## src/source/sfir_defines.svh

```systemverilog
`ifndef SFIR_DEFINES_SVH
`define SFIR_DEFINES_SVH

// Number of coefficient pairs, the filter length is twice this
`define SFIR_TAP_NUM 4

`define SFIR_DATA_WIDTH 16
`define SFIR_COEF_WIDTH 16

// Sample times coefficient, one bit of pre-add growth, three guard bits for the cascade
`define SFIR_PRODUCT_WIDTH (`SFIR_DATA_WIDTH + `SFIR_COEF_WIDTH + 1 + 3)

// Depth that places the mirrored taps right after the head taps
`define SFIR_TAIL_DELAY (2 * `SFIR_TAP_NUM - 1)

// Enabled samples from data_i to the first tap of the core sum
`define SFIR_CORE_LATENCY (`SFIR_TAP_NUM + 3)

// Right shift applied to the cascade sum ahead of rounding
`define SFIR_OUT_SHIFT 15

`endif

```

## src/source/sfir_types_pkg.sv

```systemverilog
`default_nettype none

`include "sfir_defines.svh"

package sfir_types_pkg;

    // Input and output sample
    typedef logic signed [`SFIR_DATA_WIDTH-1:0] sample_t;

    typedef logic signed [`SFIR_COEF_WIDTH-1:0] coef_t;

    // Head plus tail sample, one bit wider than a sample
    typedef logic signed [`SFIR_DATA_WIDTH:0] preadd_t;

    // Full precision partial sum along the cascade
    typedef logic signed [`SFIR_PRODUCT_WIDTH-1:0] product_t;

endpackage

`default_nettype wire

```

## src/source/sfir_coef_pkg.sv

```systemverilog
`default_nettype none

`include "sfir_defines.svh"

package sfir_coef_pkg;

    // Entries in the table below
    localparam int COEF_TABLE_LEN = 4;

    // One coefficient per pair, tap j and its mirror share COEF[j]
    localparam sfir_types_pkg::coef_t COEF [COEF_TABLE_LEN] = '{
        16'sh0400,
        16'shF000,
        16'sh2000,
        16'sh3A00
    };

    // Set when the table does not cover the configured tap count
    localparam bit TAP_NUM_MISMATCH = (COEF_TABLE_LEN != `SFIR_TAP_NUM);

endpackage

`default_nettype wire

```

## src/source/sfir_filter_top.sv

```systemverilog
`timescale 1ns/1ps
`default_nettype none

`include "sfir_defines.svh"

module sfir_filter_top (
    input  logic                              clk_i,
    input  logic                              rst_n_i,
    input  logic                              en_i,
    input  logic signed [`SFIR_DATA_WIDTH-1:0] data_i,
    output logic signed [`SFIR_DATA_WIDTH-1:0] data_o,
    output logic                              sat_o,
    output logic                              valid_o
);

    // Full precision sum between the array and the output stage
    sfir_types_pkg::product_t core_sum;

    sfir_systolic_core i_core (
        .clk_i  (clk_i),
        .rst_n_i(rst_n_i),
        .en_i   (en_i),
        .data_i (data_i),
        .sum_o  (core_sum)
    );

    sfir_output_stage i_output_stage (
        .clk_i  (clk_i),
        .rst_n_i(rst_n_i),
        .en_i   (en_i),
        .sum_i  (core_sum),
        .data_o (data_o),
        .sat_o  (sat_o),
        .valid_o(valid_o)
    );

endmodule

`default_nettype wire

```

## src/source/sfir_output_stage.sv

```systemverilog
`timescale 1ns/1ps
`default_nettype none

`include "sfir_defines.svh"

module sfir_output_stage (
    input  logic                     clk_i,
    input  logic                     rst_n_i,
    input  logic                     en_i,
    input  sfir_types_pkg::product_t sum_i,
    output sfir_types_pkg::sample_t  data_o,
    output logic                     sat_o,
    output logic                     valid_o
);

    localparam int DW         = `SFIR_DATA_WIDTH;
    localparam int EW         = `SFIR_PRODUCT_WIDTH + 1;
    localparam int RW         = EW - `SFIR_OUT_SHIFT;
    localparam int FILL_COUNT = `SFIR_CORE_LATENCY + `SFIR_TAIL_DELAY + 1;
    localparam int CNT_W      = $clog2(FILL_COUNT + 1);

    localparam sfir_types_pkg::sample_t SAMPLE_MAX = {1'b0, {(DW - 1){1'b1}}};
    localparam sfir_types_pkg::sample_t SAMPLE_MIN = {1'b1, {(DW - 1){1'b0}}};
    localparam logic signed [RW-1:0]    RND_MAX    = RW'(SAMPLE_MAX);
    localparam logic signed [RW-1:0]    RND_MIN    = RW'(SAMPLE_MIN);
    localparam logic signed [EW-1:0]    HALF_LSB   = EW'(1) << (`SFIR_OUT_SHIFT - 1);

    logic signed [EW-1:0]    biased;
    logic signed [RW-1:0]    rounded;
    sfir_types_pkg::sample_t clipped;
    logic                    clip;
    logic [CNT_W-1:0]        fill_cnt_q;

    // Round half up, then clip to the sample range
    always_comb begin
        biased  = EW'(sum_i) + HALF_LSB;
        rounded = biased[EW-1:`SFIR_OUT_SHIFT];
        clipped = rounded[DW-1:0];
        clip    = 1'b0;
        if (rounded > RND_MAX) begin
            clipped = SAMPLE_MAX;
            clip    = 1'b1;
        end else if (rounded < RND_MIN) begin
            clipped = SAMPLE_MIN;
            clip    = 1'b1;
        end
    end

    always_ff @(posedge clk_i or negedge rst_n_i) begin
        if (!rst_n_i) begin
            data_o <= '0;
            sat_o  <= 1'b0;
        end else if (en_i) begin
            data_o <= clipped;
            sat_o  <= clip;
        end
    end

    // Counts enabled samples until the pipeline holds only real data
    always_ff @(posedge clk_i or negedge rst_n_i) begin
        if (!rst_n_i) begin
            fill_cnt_q <= '0;
        end else if (en_i && !valid_o) begin
            fill_cnt_q <= fill_cnt_q + CNT_W'(1);
        end
    end

    assign valid_o = (fill_cnt_q == CNT_W'(FILL_COUNT));

    a_sat_at_limit: assert property (
        @(posedge clk_i) disable iff (!rst_n_i)
        sat_o |-> (data_o == SAMPLE_MAX) || (data_o == SAMPLE_MIN)
    ) else $error("sat_o high with data_o %h inside range", data_o);

    a_valid_sticky: assert property (
        @(posedge clk_i) disable iff (!rst_n_i)
        valid_o |=> valid_o
    ) else $error("valid_o fell without reset");

endmodule

`default_nettype wire

```

## src/source/sfir_shift_reg.sv

```systemverilog
`timescale 1ns/1ps
`default_nettype none

module sfir_shift_reg #(
    parameter int DELAY = 1
) (
    input  logic                    clk_i,
    input  logic                    rst_n_i,
    input  logic                    en_i,
    input  sfir_types_pkg::sample_t data_i,
    output sfir_types_pkg::sample_t tail_o
);

    sfir_types_pkg::sample_t [DELAY-1:0] line_q;

    if (DELAY < 1) begin : g_delay_check
        $error("sfir_shift_reg needs DELAY of 1 or more");
    end

    // Tail is DELAY samples older than the newest entry of the line
    always_ff @(posedge clk_i or negedge rst_n_i) begin
        if (!rst_n_i) begin
            line_q <= '0;
            tail_o <= '0;
        end else if (en_i) begin
            line_q[0] <= data_i;
            for (int i = 1; i < DELAY; i++) begin
                line_q[i] <= line_q[i-1];
            end
            tail_o <= line_q[DELAY-1];
        end
    end

    a_hold_when_idle: assert property (
        @(posedge clk_i) disable iff (!rst_n_i)
        !en_i |=> $stable(line_q) && $stable(tail_o)
    ) else $error("sfir_shift_reg moved while en_i was low");

endmodule

`default_nettype wire

```

## src/source/sfir_systolic_core.sv

```systemverilog
`timescale 1ns/1ps
`default_nettype none

`include "sfir_defines.svh"

module sfir_systolic_core (
    input  logic                     clk_i,
    input  logic                     rst_n_i,
    input  logic                     en_i,
    input  sfir_types_pkg::sample_t  data_i,
    output sfir_types_pkg::product_t sum_o
);

    sfir_types_pkg::sample_t  tail;
    sfir_types_pkg::sample_t  casc_data [`SFIR_TAP_NUM];
    sfir_types_pkg::product_t casc_sum  [`SFIR_TAP_NUM];

    if (sfir_coef_pkg::TAP_NUM_MISMATCH) begin : g_tap_check
        $error("coefficient table length differs from SFIR_TAP_NUM");
    end

    // Mirrored sample shared by every element
    sfir_shift_reg #(
        .DELAY(`SFIR_TAIL_DELAY)
    ) i_tail_delay (
        .clk_i  (clk_i),
        .rst_n_i(rst_n_i),
        .en_i   (en_i),
        .data_i (data_i),
        .tail_o (tail)
    );

    for (genvar i = 0; i < `SFIR_TAP_NUM; i++) begin : g_element
        sfir_types_pkg::sample_t  head_in;
        sfir_types_pkg::product_t sum_in;

        if (i == 0) begin : g_first
            // First element starts the cascade from zero
            assign head_in = data_i;
            assign sum_in  = '0;
        end else begin : g_next
            assign head_in = casc_data[i-1];
            assign sum_in  = casc_sum[i-1];
        end

        sfir_systolic_element i_element (
            .clk_i      (clk_i),
            .rst_n_i    (rst_n_i),
            .en_i       (en_i),
            .coef_i     (sfir_coef_pkg::COEF[i]),
            .data_i     (head_in),
            .tail_i     (tail),
            .casc_data_o(casc_data[i]),
            .casc_sum_i (sum_in),
            .casc_sum_o (casc_sum[i])
        );
    end

    assign sum_o = casc_sum[`SFIR_TAP_NUM-1];

endmodule

`default_nettype wire

```

## src/source/sfir_systolic_element.sv

```systemverilog
`timescale 1ns/1ps
`default_nettype none

module sfir_systolic_element (
    input  logic                     clk_i,
    input  logic                     rst_n_i,
    input  logic                     en_i,
    input  sfir_types_pkg::coef_t    coef_i,
    input  sfir_types_pkg::sample_t  data_i,
    input  sfir_types_pkg::sample_t  tail_i,
    output sfir_types_pkg::sample_t  casc_data_o,
    input  sfir_types_pkg::product_t casc_sum_i,
    output sfir_types_pkg::product_t casc_sum_o
);

    sfir_types_pkg::sample_t  head_q;
    sfir_types_pkg::preadd_t  preadd_q;
    sfir_types_pkg::product_t mult_q;

    // Head sample takes two registers per element
    // while the sum takes one, which walks the taps apart
    always_ff @(posedge clk_i or negedge rst_n_i) begin
        if (!rst_n_i) begin
            head_q      <= '0;
            casc_data_o <= '0;
        end else if (en_i) begin
            head_q      <= data_i;
            casc_data_o <= head_q;
        end
    end

    // Symmetric pair shares one multiply
    always_ff @(posedge clk_i or negedge rst_n_i) begin
        if (!rst_n_i) begin
            preadd_q <= '0;
        end else if (en_i) begin
            preadd_q <= sfir_types_pkg::preadd_t'(head_q)
                      + sfir_types_pkg::preadd_t'(tail_i);
        end
    end

    always_ff @(posedge clk_i or negedge rst_n_i) begin
        if (!rst_n_i) begin
            mult_q <= '0;
        end else if (en_i) begin
            mult_q <= sfir_types_pkg::product_t'(preadd_q)
                    * sfir_types_pkg::product_t'(coef_i);
        end
    end

    // Guard bits in product_t leave room for the whole cascade
    always_ff @(posedge clk_i or negedge rst_n_i) begin
        if (!rst_n_i) begin
            casc_sum_o <= '0;
        end else if (en_i) begin
            casc_sum_o <= mult_q + casc_sum_i;
        end
    end

    a_sum_hold: assert property (
        @(posedge clk_i) disable iff (!rst_n_i)
        !en_i |=> $stable(casc_sum_o)
    ) else $error("casc_sum_o changed while en_i was low");

endmodule

`default_nettype wire

```

## config.mk

```make
export PLATFORM = sky130hd
export DESIGN_NAME = sfir_filter_top
export DESIGN_NICKNAME = d
export VERILOG_FILES = /design/src/source/sfir_types_pkg.sv /design/src/source/sfir_coef_pkg.sv /design/src/source/sfir_filter_top.sv /design/src/source/sfir_output_stage.sv /design/src/source/sfir_shift_reg.sv /design/src/source/sfir_systolic_core.sv /design/src/source/sfir_systolic_element.sv
export VERILOG_INCLUDE_DIRS = /design/src /design/src/source
export SDC_FILE = /design/constraint.sdc
export NUM_CORES = 1
export LEC_CHECK = 0
export BUFFER_PORTS_ARGS = -buffer_cell sky130_fd_sc_hd__buf_2
export CAP_MARGIN = 15
export CELL_PAD_IN_SITES_DETAIL_PLACEMENT = 1
export CELL_PAD_IN_SITES_GLOBAL_PLACEMENT = 1
export CORE_ASPECT_RATIO = 1.25
export CORE_MARGIN = 10
export CORE_UTILIZATION = 39
export CTS_CLUSTER_DIAMETER = 100
export DETAILED_ROUTE_END_ITERATION = 16
export PLACE_DENSITY = 0.68
export SYNTH_ARGS = -nofsm -noshare
export SYNTH_HDL_FRONTEND = slang
export SYNTH_SLANG_ARGS = --single-unit
```

## constraint.sdc

```tcl
create_clock -name clk_i -period 4.7 [get_ports clk_i]
set_clock_uncertainty 0.1 [all_clocks]
set_input_delay 0.47 -clock clk_i [delete_from_list [all_inputs] [get_ports clk_i]]
set_output_delay 0.47 -clock clk_i [all_outputs]
set_load 0.01 [all_outputs]
```

==> flow_summary.json <==
{
  "max_freq_ghz": 0.230,
  "rows": 99,
  "nFillCells": 6342,
  "grt_antenna_before_repair": 0,
  "route.met2.wl_um": 29400,
  "reg2reg_from": "i_core.g_element[3].i_element.preadd_q[2]$_DFFE_PN0P_",
  "routed_via_density": 5.46,
  "maxSlewViolCount": 0,
  "synth_commonest_cells": "388 x dfrtp_1, 275 x mux2_2, 189 x ha_1, 151 x inv_1, 110 x nor2_1",
  "synth_xor_area_share_pct": 4.61,
  "finalSetupTns_ps": 0,
  "first_iter_violations": 703,
  "worstSkewPairLatency_ps": 570,
  "synth_top_family_by_area": "multiplexers",
  "pin_count": 37,
  "detailed_place_hpwl_um": 41200,
  "yosys.area_share.simple_pct": 9.41,
  "max_cap_violations": 0,
  "holdCritPathClass": "in -> reg",
  "cts_max_path_buffers": 3,
  "hold_violations": 0,
  "cts_setup_buffers": 0,
  "die-area_um2": 69700,
  "hold_start": "data_i[4]",
  "synthesis.area_um2": 23200,
  "num_antenna_cells": 0,
  "synth-adder-area-share_pct": 13.4,
  "synth_cell_types": 68,
  "cts_tree": "built",
  "grt_overflow_total": 0,
  "cts_max_level": 2,
  "worstPathArrival_ps": 4700,
  "synth_top_area_share_pct": 41.9,
  "wl_met1_um": 23500,
  "worstMarginPinSlew_ps": 962,
  "crit_path_end_kind": "flip-flop",
  "yosysWarnings": 0,
  "start_kind": "flip-flop",
  "netlist_instances": 2143,
  "die-height_um": 293,
  "slowest_stage": "fa_1",
  "synth.area.mux_share_pct": 13.6,
  "fin_crit_ps": 4350,
  "grt_pass1_wl_um": 92200,
  "cts_root_buf": "clkbuf_16",
  "relSlewSlack_pct": 35.7,
  "synth_seq_cells": 388,
  "area_growth_pct": 11.2,
  "yosysTopAreaCell": "dfrtp_1",
  "rsz0062_at_grt": "false",
  "crit_required_ps": 5050,
  "io_buffers": 36,
  "status": "completed",
  "worst_r2r_path_depth": 14,
  "synthTopCellsByArea": "dfrtp_1 42%, mux2_2 13%, ha_1 10%, xnor2_1 3.4%, fa_1 3.2%",
  "globalplace.congestion": 0.808,
  "cts_sinks": 388,
  "grtUsageTotal_pct": 16.0,
  "criticalPathCategory": "reg -> reg",
  "numCtsBuffers": 43,
  "slowest_delay_ps": 550,
  "vias": 16161,
  "grt_max_degree": 167,
  "grt_pass1_vias": 17529,
  "met3_length_um": 1100,
  "crit_fanout": 5,
  "die_w_um": 238,
  "finalCritPeriodShare_pct": 92.6,
  "setup_viol": 0,
  "postCtsResizedCells": 0,
  "synth_edf_count": 0,
  "crit_chain": "ha_1 -> fa_1 -> inv_1 -> fa_1 -> inv_1 -> ha_1 -> nor2b_1 -> o21ai_0 -> nand2b_1 -> a311oi_1 -> o31a_1 -> o21ai_0 -> a21o_1 -> a221o_1",
  "synthesis.nets": 2388,
  "synthArstFlopShare_pct": 100,
  "post_drt_wl_per_cell_um": 18.7,
  "r2r_slack_ps": 350,
  "startpoint": "i_core.g_element[3].i_element.preadd_q[2]$_DFFE_PN0P_",
  "layout-drive-gt1-share_pct": 19.2,
  "whs_endpoint": "i_core.g_element[0].i_element.head_q[4]$_DFFE_PN0P_",
  "wl_um": 55300,
  "drtPass1Iterations": 4,
  "synth_compound_area_share_pct": 13.5,
  "crit-reg2reg-capture": "i_core.g_element[3].i_element.mult_q[27]$_DFFE_PN0P_",
  "drtAntennaViolNets": 0,
  "avgSynthCellArea_um2": 10.8,
  "synth_flop_cell": "dfrtp_1",
  "drc": 0,
  "nets": 2417,
  "dr.max_layer_used": "met4",
  "ys_seq_area_share_pct": 41.9,
  "clk_pin_slew_ps": 60,
  "core_area_um2": 58600,
  "initial_core_util_pct": 39.6,
  "hold_depth": 2,
  "synth_most_common_cell": "dfrtp_1"
}
[cells in the final DEF, fill, tap and decap left out, types with 35 or more instances in the layout]
cell	n
a211oi_1	40
a21o_1	52
a21oi_1	100
clkbuf_16	45
dfrtp_1	388
fa_1	37
ha_1	189
inv_1	150
mux2_2	275
nand2_1	101
nand3_1	35
nor2_1	110
nor3_1	36
o21ai_0	103
xnor2_1	89
[final cells by class]
cell class / count / area [um^2] / area share, %
Timing Repair Buffer: 55 / 420 / 1.63
Sequential cell: 388 / 9710 / 37.6
Multi-Input combinational cell: 1533 / 12700 / 49.0
Tap cell: 757 / 947 / 3.67
Inverter: 151 / 569 / 2.21
Clock buffer: 62 / 1300 / 5.04
Clock inverter: 13 / 199 / 0.771
[kinds of logic after synthesis]
logic type | count (synthesis)
AO/OA/AOI/OAI | 470
XOR/XNOR | 122
adder cells (fa/ha/maj) | 226
buffers and inverters | 222
flip-flops | 388
multiplexers | 281
AND/OR/NAND/NOR | 434
[stage by stage]
stage / instance area (um^2) / utilization (%) / setup WS, ps / hold WS (ps) / std cells
floorplan: 23200 / - / 763 / 74.4 / 2143
global placement: 24200 / 41.4 / 415 / 359 / 2877
detailed placement: 24200 / 41.4 / 303 / 367 / 2877
CTS: 25800 / 44.0 / 316 / 0.811 / 2958
global route: 25800 / 44.0 / 78.8 / 15.1 / 2959
finish: 25800 / 44.0 / 346 / 33.1 / 2959
[worst max-delay path, delay by kind of cell, from the launching register on]
kind,cells,cell delay [ps]
simple gates,2,270
fa+ha+maj,4,1750
buf+inv,2,110
compound gates,6,1590
flops,1,430
[worst max-delay path by stage]
stage          depth (start not counted)  slack [ps]                                                    to
6_report                              14         350  i_core.g_element[3].i_element.mult_q[27]$_DFFE_PN0P_
5_1_grt                               14          80  i_core.g_element[3].i_element.mult_q[27]$_DFFE_PN0P_
4_1_cts                               14         320  i_core.g_element[3].i_element.mult_q[27]$_DFFE_PN0P_
3_5_place_dp                          14         300  i_core.g_element[3].i_element.mult_q[27]$_DFFE_PN0P_
3_3_place_gp                          14         420  i_core.g_element[3].i_element.mult_q[27]$_DFFE_PN0P_
2_1_floorplan                         14         760  i_core.g_element[3].i_element.mult_q[27]$_DFFE_PN0P_
[sequential cells by signal, summed over array words and instances, names as in the netlist]
name	cells
i_core.i_tail_delay.line_q	64
i_core.i_tail_delay.tail_o	16
i_output_stage.sat_o	1
i_core.g_element.i_element.casc_data_o	16
i_core.g_element.i_element.preadd_q	68
i_output_stage.data_o	16
i_core.g_element.i_element.casc_sum_o	91
i_core.g_element.i_element.head_q	32
i_core.g_element.i_element.mult_q	80
i_output_stage.fill_cnt_q	4
[what timing repair did]
action,4_1_cts,5_1_grt
hold buffers,6,0
setup endpoints to repair,0,0
hold endpoints to repair,72,0
[layer usage]
metal	GRT usage (%)	up-vias
li1	-	7786
met1	18.5	8187
met2	30.1	112
met3	2.10	76
met4	4.60	0
met5	0	-
Power is not shown: default switching activity piles up to over one toggle a cycle in this logic, so the estimate is an artifact.
